`config.mk`:
```
export PLATFORM = sky130hd
export DESIGN_NAME = pix_top
export DESIGN_NICKNAME = d
export VERILOG_FILES = /design/src/pix_pkg.sv /design/src/store_if.sv /design/src/frame_gate.sv /design/src/pix_fifo.sv /design/src/frame_store.sv /design/src/pix_controller.sv /design/src/pix_top.sv
export SDC_FILE = /design/constraint.sdc
export NUM_CORES = 2
export LEC_CHECK = 0
export ABC_AREA = 1
export BUFFER_PORTS_ARGS = -buffer_cell sky130_fd_sc_hd__buf_2
export CAP_MARGIN = 20
export CORE_MARGIN = 8
export CORE_UTILIZATION = 30
export CTS_BUF_LIST = sky130_fd_sc_hd__clkbuf_4
export DETAILED_ROUTE_END_ITERATION = 8
export PLACE_DENSITY = 0.48
export SYNTH_ARGS = -nofsm -noshare
export SYNTH_HDL_FRONTEND = slang
export SYNTH_SLANG_ARGS = --single-unit
export TNS_END_PERCENT = 1
```
`constraint.sdc`:
```
create_clock -name clk -period 8.5 [get_ports clk]
set_input_delay 0.85 -clock clk [delete_from_list [all_inputs] [get_ports clk]]
set_output_delay 0.85 -clock clk [all_outputs]
set_load 0.02 [all_outputs]
```
`src/pix_pkg.sv`:
```
package pix_pkg;

    // ====================
    // Pixel and word widths
    // ====================
    // Raw sensor pixel
    localparam int PIX_BITS = 12;
    // Stored word, pixel zero-extended
    localparam int WORD_BITS = 16;

    // ====================
    // Frame store geometry
    // ====================
    localparam int BLOCK_COUNT = 8;
    localparam int BLOCK_BITS = 3;
    // One block holds exactly one frame
    localparam int FRAME_WORDS = 24;
    localparam int ADDR_BITS = 5;

    // Pixel buffer between gate and store
    localparam int FIFO_DEPTH = 8;

    // Command codes on cmd_op
    localparam logic CMD_CAPTURE = 1'b0;
    localparam logic CMD_READOUT = 1'b1;

endpackage

```
`src/store_if.sv`:
```
`timescale 1ns/10ps

interface store_if;
    import pix_pkg::*;

    // Command handshake
    logic                  cmd_ready;
    logic                  cmd_trigger;
    logic [BLOCK_BITS-1:0] cmd_block;
    logic                  cmd_write;

    // Data handshake, one word per ready/trigger cycle
    logic                  data_ready;
    logic                  data_trigger;
    logic [WORD_BITS-1:0]  data_write;
    logic [WORD_BITS-1:0]  data_read;

    modport ctrl (
        input  cmd_ready, data_ready, data_read,
        output cmd_trigger, cmd_block, cmd_write, data_trigger, data_write
    );

    modport store (
        output cmd_ready, data_ready, data_read,
        input  cmd_trigger, cmd_block, cmd_write, data_trigger, data_write
    );

endinterface

```
`src/frame_gate.sv`:
```
`timescale 1ns/10ps

module frame_gate (
    input  logic                          clk,
    input  logic                          rst_n,
    input  logic                          arm,
    input  logic                          pix_valid,
    input  logic [pix_pkg::PIX_BITS-1:0]  pix_d,
    input  logic                          pix_fv,
    input  logic                          pix_lv,
    output logic                          push,
    output logic [pix_pkg::WORD_BITS-1:0] push_data
);
    import pix_pkg::*;

    localparam logic [1:0] GATE_IDLE       = 2'd0;
    localparam logic [1:0] GATE_WAIT_INV   = 2'd1;
    localparam logic [1:0] GATE_WAIT_START = 2'd2;
    localparam logic [1:0] GATE_IN_FRAME   = 2'd3;

    logic [1:0]          state;
    logic                valid_q;
    logic                fv_q;
    logic                lv_q;
    logic [PIX_BITS-1:0] pix_q;

    // Input register stage for the pixel bus
    always_ff @(posedge clk or negedge rst_n) begin
        if (!rst_n) begin
            valid_q <= 1'b0;
            fv_q    <= 1'b0;
            lv_q    <= 1'b0;
        end else begin
            valid_q <= pix_valid;
            fv_q    <= pix_fv;
            lv_q    <= pix_lv;
        end
    end

    always_ff @(posedge clk) begin
        pix_q <= pix_d;
    end

    // ====================
    // Frame tracking
    // ====================
    always_ff @(posedge clk or negedge rst_n) begin
        if (!rst_n) begin
            state <= GATE_IDLE;
        end else if (arm) begin
            state <= GATE_WAIT_INV;
        end else begin
            case (state)
                // Skip any frame already in progress
                GATE_WAIT_INV:   if (!fv_q) state <= GATE_WAIT_START;
                GATE_WAIT_START: if (fv_q) state <= GATE_IN_FRAME;
                GATE_IN_FRAME:   if (!fv_q) state <= GATE_IDLE;
                default:         state <= GATE_IDLE;
            endcase
        end
    end

    // First pixel may arrive together with the frame-valid edge
    assign push = fv_q && lv_q && valid_q &&
                  (state == GATE_WAIT_START || state == GATE_IN_FRAME);
    assign push_data = {{(WORD_BITS - PIX_BITS){1'b0}}, pix_q};

endmodule

```
`src/pix_fifo.sv`:
```
`timescale 1ns/10ps

module pix_fifo (
    input  logic                          clk,
    input  logic                          rst_n,
    input  logic                          flush,
    input  logic                          push,
    input  logic [pix_pkg::WORD_BITS-1:0] push_data,
    output logic                          not_empty,
    input  logic                          pop,
    output logic [pix_pkg::WORD_BITS-1:0] head
);
    import pix_pkg::*;

    logic [WORD_BITS-1:0]             mem [FIFO_DEPTH];
    logic [$clog2(FIFO_DEPTH)-1:0]    wr_ptr;
    logic [$clog2(FIFO_DEPTH)-1:0]    rd_ptr;
    logic [$clog2(FIFO_DEPTH+1)-1:0]  count;
    logic                             full;
    logic                             wr_en;
    logic                             rd_en;

    assign full      = (count == ($clog2(FIFO_DEPTH+1))'(FIFO_DEPTH));
    assign not_empty = (count != '0);
    // Overflow drops the incoming word
    assign wr_en     = push && !full;
    assign rd_en     = pop && not_empty;

    // ====================
    // Pointers and fill level
    // ====================
    always_ff @(posedge clk or negedge rst_n) begin
        if (!rst_n) begin
            wr_ptr <= '0;
            rd_ptr <= '0;
            count  <= '0;
        end else if (flush) begin
            wr_ptr <= '0;
            rd_ptr <= '0;
            count  <= '0;
        end else begin
            if (wr_en) wr_ptr <= wr_ptr + 1'b1;
            if (rd_en) rd_ptr <= rd_ptr + 1'b1;
            case ({wr_en, rd_en})
                2'b10:   count <= count + 1'b1;
                2'b01:   count <= count - 1'b1;
                default: count <= count;
            endcase
        end
    end

    always_ff @(posedge clk) begin
        if (wr_en) mem[wr_ptr] <= push_data;
    end

    // Show-ahead output
    assign head = mem[rd_ptr];

endmodule

```
`src/frame_store.sv`:
```
`timescale 1ns/10ps

module frame_store (
    input  logic   clk,
    input  logic   rst_n,
    store_if.store bus
);
    import pix_pkg::*;

    logic [WORD_BITS-1:0]  mem [BLOCK_COUNT][FRAME_WORDS];
    logic [BLOCK_BITS-1:0] blk;
    logic [ADDR_BITS-1:0]  word_idx;
    logic                  wr_mode;
    logic                  fetch;
    logic                  accept;
    logic                  xfer;
    logic                  last;

    assign accept = bus.cmd_ready && bus.cmd_trigger;
    // data_ready is only ever high inside a command
    assign xfer   = bus.data_ready && bus.data_trigger;
    assign last   = (word_idx == ADDR_BITS'(FRAME_WORDS - 1));

    // ====================
    // Command sequencing
    // ====================
    always_ff @(posedge clk or negedge rst_n) begin
        if (!rst_n) begin
            bus.cmd_ready  <= 1'b1;
            bus.data_ready <= 1'b0;
            blk            <= '0;
            word_idx       <= '0;
            wr_mode        <= 1'b0;
            fetch          <= 1'b0;
        end else if (accept) begin
            bus.cmd_ready  <= 1'b0;
            blk            <= bus.cmd_block;
            word_idx       <= '0;
            wr_mode        <= bus.cmd_write;
            // Writes are open at once, reads start with a fetch
            bus.data_ready <= bus.cmd_write;
            fetch          <= !bus.cmd_write;
        end else if (fetch) begin
            fetch          <= 1'b0;
            bus.data_ready <= 1'b1;
        end else if (xfer) begin
            if (last) begin
                bus.cmd_ready  <= 1'b1;
                bus.data_ready <= 1'b0;
            end else begin
                word_idx <= word_idx + 1'b1;
                if (!wr_mode) begin
                    bus.data_ready <= 1'b0;
                    fetch          <= 1'b1;
                end
            end
        end
    end

    // ====================
    // Word memory
    // ====================
    always_ff @(posedge clk) begin
        if (xfer && wr_mode) begin
            mem[blk][word_idx] <= bus.data_write;
        end
        // Registered read, word index already advanced
        if (fetch) begin
            bus.data_read <= mem[blk][word_idx];
        end
    end

endmodule

```
`src/pix_controller.sv`:
```
`timescale 1ns/10ps

module pix_controller (
    input  logic                           clk,
    input  logic                           rst_n,
    input  logic                           cmd_start,
    input  logic                           cmd_op,
    input  logic [pix_pkg::BLOCK_BITS-1:0] cmd_block,
    output logic                           cmd_done,
    output logic                           busy,
    output logic                           arm,
    output logic                           fifo_flush,
    input  logic                           fifo_not_empty,
    output logic                           fifo_pop,
    input  logic [pix_pkg::WORD_BITS-1:0]  fifo_data,
    output logic                           readout_ready,
    input  logic                           readout_trigger,
    output logic [pix_pkg::WORD_BITS-1:0]  readout_data,
    store_if.ctrl                          store
);
    import pix_pkg::*;

    localparam logic [1:0] ST_IDLE   = 2'd0;
    localparam logic [1:0] ST_ISSUE  = 2'd1;
    localparam logic [1:0] ST_COPY   = 2'd2;
    localparam logic [1:0] ST_STREAM = 2'd3;

    logic [1:0] state;
    logic       op_q;
    logic       start_ok;

    // Starts while busy are dropped
    assign start_ok = (state == ST_IDLE) && cmd_start;

    // ====================
    // Command FSM
    // ====================
    always_ff @(posedge clk or negedge rst_n) begin
        if (!rst_n) begin
            state             <= ST_IDLE;
            cmd_done          <= 1'b0;
            arm               <= 1'b0;
            fifo_flush        <= 1'b0;
            store.cmd_trigger <= 1'b0;
        end else begin
            cmd_done   <= 1'b0;
            arm        <= 1'b0;
            fifo_flush <= 1'b0;
            case (state)
                ST_IDLE: begin
                    if (start_ok) begin
                        store.cmd_trigger <= 1'b1;
                        // Capture clears stale pixels and arms the gate
                        arm               <= (cmd_op == CMD_CAPTURE);
                        fifo_flush        <= (cmd_op == CMD_CAPTURE);
                        state             <= ST_ISSUE;
                    end
                end

                // Hold the command until the store takes it
                ST_ISSUE: begin
                    if (store.cmd_ready && store.cmd_trigger) begin
                        store.cmd_trigger <= 1'b0;
                        state <= (op_q == CMD_READOUT) ? ST_STREAM : ST_COPY;
                    end
                end

                // Store raises cmd_ready once the whole block is moved
                ST_COPY, ST_STREAM: begin
                    if (store.cmd_ready) begin
                        cmd_done <= 1'b1;
                        state    <= ST_IDLE;
                    end
                end

                default: state <= ST_IDLE;
            endcase
        end
    end

    // Latched command fields
    always_ff @(posedge clk) begin
        if (start_ok) begin
            op_q            <= cmd_op;
            store.cmd_block <= cmd_block;
            store.cmd_write <= (cmd_op == CMD_CAPTURE);
        end
    end

    assign busy = (state != ST_IDLE);

    // ====================
    // Data routing
    // ====================
    // FIFO to store, one word per cycle
    assign fifo_pop         = (state == ST_COPY) && fifo_not_empty && store.data_ready;
    assign store.data_write = fifo_data;

    assign store.data_trigger = (state == ST_COPY)   ? fifo_not_empty :
                                (state == ST_STREAM) ? readout_trigger : 1'b0;

    // Readout mirrors the store's read handshake
    assign readout_ready = (state == ST_STREAM) && store.data_ready;
    assign readout_data  = store.data_read;

endmodule

```
`src/pix_top.sv`:
```
`timescale 1ns/10ps

module pix_top (
    input  logic                           clk,
    input  logic                           rst_n,
    // Command port
    input  logic                           cmd_start,
    input  logic                           cmd_op,
    input  logic [pix_pkg::BLOCK_BITS-1:0] cmd_block,
    output logic                           cmd_done,
    output logic                           busy,
    // Pixel port
    input  logic                           pix_valid,
    input  logic [pix_pkg::PIX_BITS-1:0]   pix_d,
    input  logic                           pix_fv,
    input  logic                           pix_lv,
    // Readout port
    output logic                           readout_ready,
    input  logic                           readout_trigger,
    output logic [pix_pkg::WORD_BITS-1:0]  readout_data
);
    import pix_pkg::*;

    logic                 arm;
    logic                 push;
    logic [WORD_BITS-1:0] push_data;
    logic                 fifo_flush;
    logic                 fifo_not_empty;
    logic                 fifo_pop;
    logic [WORD_BITS-1:0] fifo_head;

    store_if bus ();

    pix_controller u_ctrl (
        .clk             (clk),
        .rst_n           (rst_n),
        .cmd_start       (cmd_start),
        .cmd_op          (cmd_op),
        .cmd_block       (cmd_block),
        .cmd_done        (cmd_done),
        .busy            (busy),
        .arm             (arm),
        .fifo_flush      (fifo_flush),
        .fifo_not_empty  (fifo_not_empty),
        .fifo_pop        (fifo_pop),
        .fifo_data       (fifo_head),
        .readout_ready   (readout_ready),
        .readout_trigger (readout_trigger),
        .readout_data    (readout_data),
        .store           (bus.ctrl)
    );

    frame_gate u_gate (
        .clk       (clk),
        .rst_n     (rst_n),
        .arm       (arm),
        .pix_valid (pix_valid),
        .pix_d     (pix_d),
        .pix_fv    (pix_fv),
        .pix_lv    (pix_lv),
        .push      (push),
        .push_data (push_data)
    );

    pix_fifo u_fifo (
        .clk       (clk),
        .rst_n     (rst_n),
        .flush     (fifo_flush),
        .push      (push),
        .push_data (push_data),
        .not_empty (fifo_not_empty),
        .pop       (fifo_pop),
        .head      (fifo_head)
    );

    frame_store u_store (
        .clk   (clk),
        .rst_n (rst_n),
        .bus   (bus.store)
    );

endmodule

```
==> results.toml <==
[cells_and_area]
synthToLayoutAreaGrowth_pct = 15.2
layout-drive-gt1-share_pct = 16.2
fin_nets = 10000
final_area_um2 = 118000

[setup_path]
required_ps = 9640
cp_common_cell = "nand2_1"
cp-start-kind = "register"
worstSetupPathType = "register to register"
cp_cell_sequence = "buf_4 -> buf_4 -> buf_4 -> nand2_1 -> nand2_1 -> nand2_1 -> nand2_1 -> nand2_1 -> nand2_1 -> nand2_1 -> nand2_1 -> inv_1 -> a21oi_1 -> nor2_1 -> nand2_1"
path_max_fanout = 65
path_buf_inv = 4
critPathSlowestCell = "a21oi_1"
end_kind = "register"
cpPeakStageDelay_ps = 860
critPathTopFamily = "buffers and inverters"
cp.arrival_ps = 6240
r2r_setup_slack_ps = 3400

[pwr]
power.total_mw = 24.6
switchingPower_mw = 5.30
p_leak_nw = 46.0
switching_share_pct = 21.6
seqPwrFrac_pct = 54.4
cellPowerDensity_nw_per_um2 = 207
clkPwrFrac_pct = 44.2
p_int_mw = 19.3
ir_worst_vdd_uv = 104
combPwrFrac_pct = 1.4

[yosys]
netlist_area_um2 = 103000
synthArstFlopShare_pct = 1.30
postSynthAreaPerCell_um2 = 10.9
yosys.area_share.simple_pct = 20.6
ys_seq_area_share_pct = 71.7
ys_dominant_reg_cell = "edfxtp_1"
synthAdderAreaFrac_pct = 0.134
synth.area.mux_share_pct = 0
syn_inst = 9418
synth_edf_count = 2417
synth_cell_types = 38
synth_top_family_by_area = "simple AND/OR/NAND/NOR gates"
ys_ff_latch = 2461
synthXorXnorAreaFrac_pct = 0.0171
ys_warn_count = 0
synth_compound_area_share_pct = 2.83

[global_routing]
grt_max_degree = 205
antenna_found_initial = 21
grt_pass1_vias = 68400
grt_first_pass_wirelength_um = 461000
overflow = 0
grt_usage_pct = 16.9

[floorplan]
die-area_um2 = 361000
rows = 215
core_area_um2 = 342000
die_w_um = 601
die_h_um = 601
io_pins = 42
initial_core_util_pct = 30.0

[sta]
finalCritPeriodShare_pct = 60.0
slew_viol_final = 0
hold_viol_final = 0
slew_headroom_pct = 16.4
setup-tns-final_ps = 0
rsz0062_at_grt = "no"
hold-worst-slack_ps = 161
setup_viol_count_final = 0
final.setup_skew_ps = 146
period_needed_ps = 5100
worst_slew_pin_slew_ps = 1250
max_freq_mhz = 196

[placement]
gp_congestion = 0.826
io_buffers = 37
hpwl_um = 180000
postPlaceCellArea_um2 = 109000

[route]
antenna_left = 0
drt_iter0_drc = 5990
dr.pass1.iters = 6
vias_per_cell = 4.63
drc_errors = 0
vias = 69700
wl_per_cell_um = 21.1
drt-total-wl_um = 318000

[clocking]
cts_tree = "done"
clock-sinks = 2461
clk_latency_ps = 1360
cts_made_buffers = 669
root_buffer = "clkbuf_4"
h-tree-depth = 6
path_clk_slew_ps = 70
cts_resized = 0
clockBufferDepth = 4

[run_status]
status = "finished, final reports clean"

[hold_path]
hold_path.class = "input pin to asynchronous set/reset pin"

[job]
cap_violations = 0
## routing by layer
| metal | part of all wire (%) | global-route usage [%] | vias up |
|---|---|---|---|
| met4 | 2.9 | 5.13 | 16 |
| met1 | 45 | 23.2 | 34100 |
| met2 | 46 | 27.4 | 2338 |
| li1 | - | - | 32700 |
| met5 | 0.034 | 0 | - |
| met3 | 6.3 | 3.04 | 530 |
## layout make-up
cell class              instances  area [um2]
well taps                    4557        5700
clock inverters               135         942
fillers                     34100      224000
flip-flops and latches       2461       73600
diodes                         16        40.0
multi-input cells            5776       24500
clock buffers                1028        7720
repair buffers                352        3100
inverters                     714        2690
## through the flow
stage                     util (%)  std cells  setup WS [ps]
final                         34.6      15000           3400
after global routing          34.6      15000           3020
after CTS                     34.5      15000           3300
after detailed placement      31.9      13800           3390
after global placement        31.7      13700           3270
after floorplan                  -       9421            228
## worst paths after layout
check	startpoint	endpoint	cells past startpoint
setup / recovery	u_store.blk[0]	u_store.bus.data_read[1]	15
hold / removal	rst_n	u_store.blk[2]	3
setup reg to reg	u_store.blk[0]	u_store.bus.data_read[1]	15
hold reg to reg	u_ctrl.store.cmd_trigger	u_ctrl.store.cmd_trigger	2
max in group asynchronous	rst_n	u_store.blk[0]	3
min in group clk	pix_d[11]	u_gate.pix_q[11]	2
## placed cells by master, fill, tap and decap left out, types with 13 or more instances in the layout
cell	synthesis	routed
or2_2	220	220
nand2_1	3070	3067
bufinv_16	0	13
inv_1	705	700
clkinv_2	0	15
o21ai_1	64	64
clkinv_1	2	84
nor2_1	1404	1386
nor2_2	5	20
nand3_1	476	476
clkbuf_4	0	1028
buf_4	17	215
diode_2	0	16
buf_2	259	37
inv_2	7	18
nand4_1	22	22
dlygate4sd3_1	0	26
o21ai_0	198	198
edfxtp_1	2417	2417
buf_12	0	21
nand3b_1	16	16
a21oi_1	49	48
buf_6	4	49
o211ai_1	155	155
or2_0	31	31
dfrtp_1	31	27
## sequential cells by signal, summed over array words and instances (netlist names), 2 cells and up
register	flops
u_ctrl.state	2
u_ctrl.store.cmd_block	3
u_fifo.count	4
u_fifo.mem	96
u_fifo.rd_ptr	3
u_fifo.wr_ptr	3
u_gate.pix_q	12
u_gate.state	2
u_store.blk	3
u_store.bus.data_read	12
u_store.mem	2304
u_store.word_idx	5
## worst reg2reg max path, stage by stage, from the launching register on
cell,delay (ps)
dfrtp_4,650
buf_4,640
buf_4,690
buf_4,730
nand2_1,130
nand2_1,110
nand2_1,50
nand2_1,110
nand2_1,60
nand2_1,100
nand2_1,180
nand2_1,130
inv_1,60
a21oi_1,860
nor2_1,260
nand2_1,150
## cell usage after synthesis, types with 2 or more instances
| library cell | number | area share [%] |
|---|---|---|
| or2_2 | 220 | 1.3 |
| buf_6 | 4 | 0.044 |
| or2_0 | 31 | 0.19 |
| nor2_2 | 5 | 0.030 |
| nor3_1 | 8 | 0.039 |
| clkinv_1 | 2 | 0.0073 |
| nor3_2 | 2 | 0.019 |
| nand2_2 | 3 | 0.018 |
| buf_1 | 56 | 0.20 |
| o21ai_0 | 198 | 0.96 |
| inv_1 | 705 | 2.6 |
| nand3_1 | 476 | 2.3 |
| o21ai_1 | 64 | 0.31 |
| dfxtp_1 | 12 | 0.23 |
| buf_2 | 259 | 1.3 |
| nand4_1 | 22 | 0.13 |
| dfrtp_1 | 31 | 0.76 |
| clkbuf_1 | 134 | 0.49 |
| or2_1 | 6 | 0.037 |
| ha_1 | 11 | 0.13 |
| nor2_1 | 1404 | 5.1 |
| a211oi_1 | 2 | 0.015 |
| o211ai_1 | 155 | 1.1 |
| xor2_1 | 2 | 0.017 |
| inv_2 | 7 | 0.026 |
| edfxtp_1 | 2417 | 71 |
| a21oi_1 | 49 | 0.24 |
| a31oi_1 | 12 | 0.073 |
| buf_4 | 17 | 0.12 |
| nand3b_1 | 16 | 0.12 |
| nand2_1 | 3070 | 11 |
| o22ai_1 | 12 | 0.073 |
## power by group through the flow
stage	Clock, mW	Combinational (mW)	Sequential [mW]
after floorplan	0	0.153	13.7
after global placement	0	0.335	13.6
after detailed placement	0	0.352	13.6
after CTS	11.2	0.361	13.4
after global routing	11.8	0.387	13.4
final	10.8	0.355	13.4
## logic make-up after synthesis
logic type / Yosys count
flip-flops: 2461
buffers and inverters: 1184
AND/OR/NAND/NOR: 5264
adder cells (fa/ha/maj): 11
XOR/XNOR: 2
other: 1
AO/OA/AOI/OAI: 495
## repair_timing
item | in CTS | in global routing
endpoints found under the hold margin | 63 | 0
hold buffers | 26 | 0
buffers inserted | 0 | 0
Power figures use the tool's default switching activity.
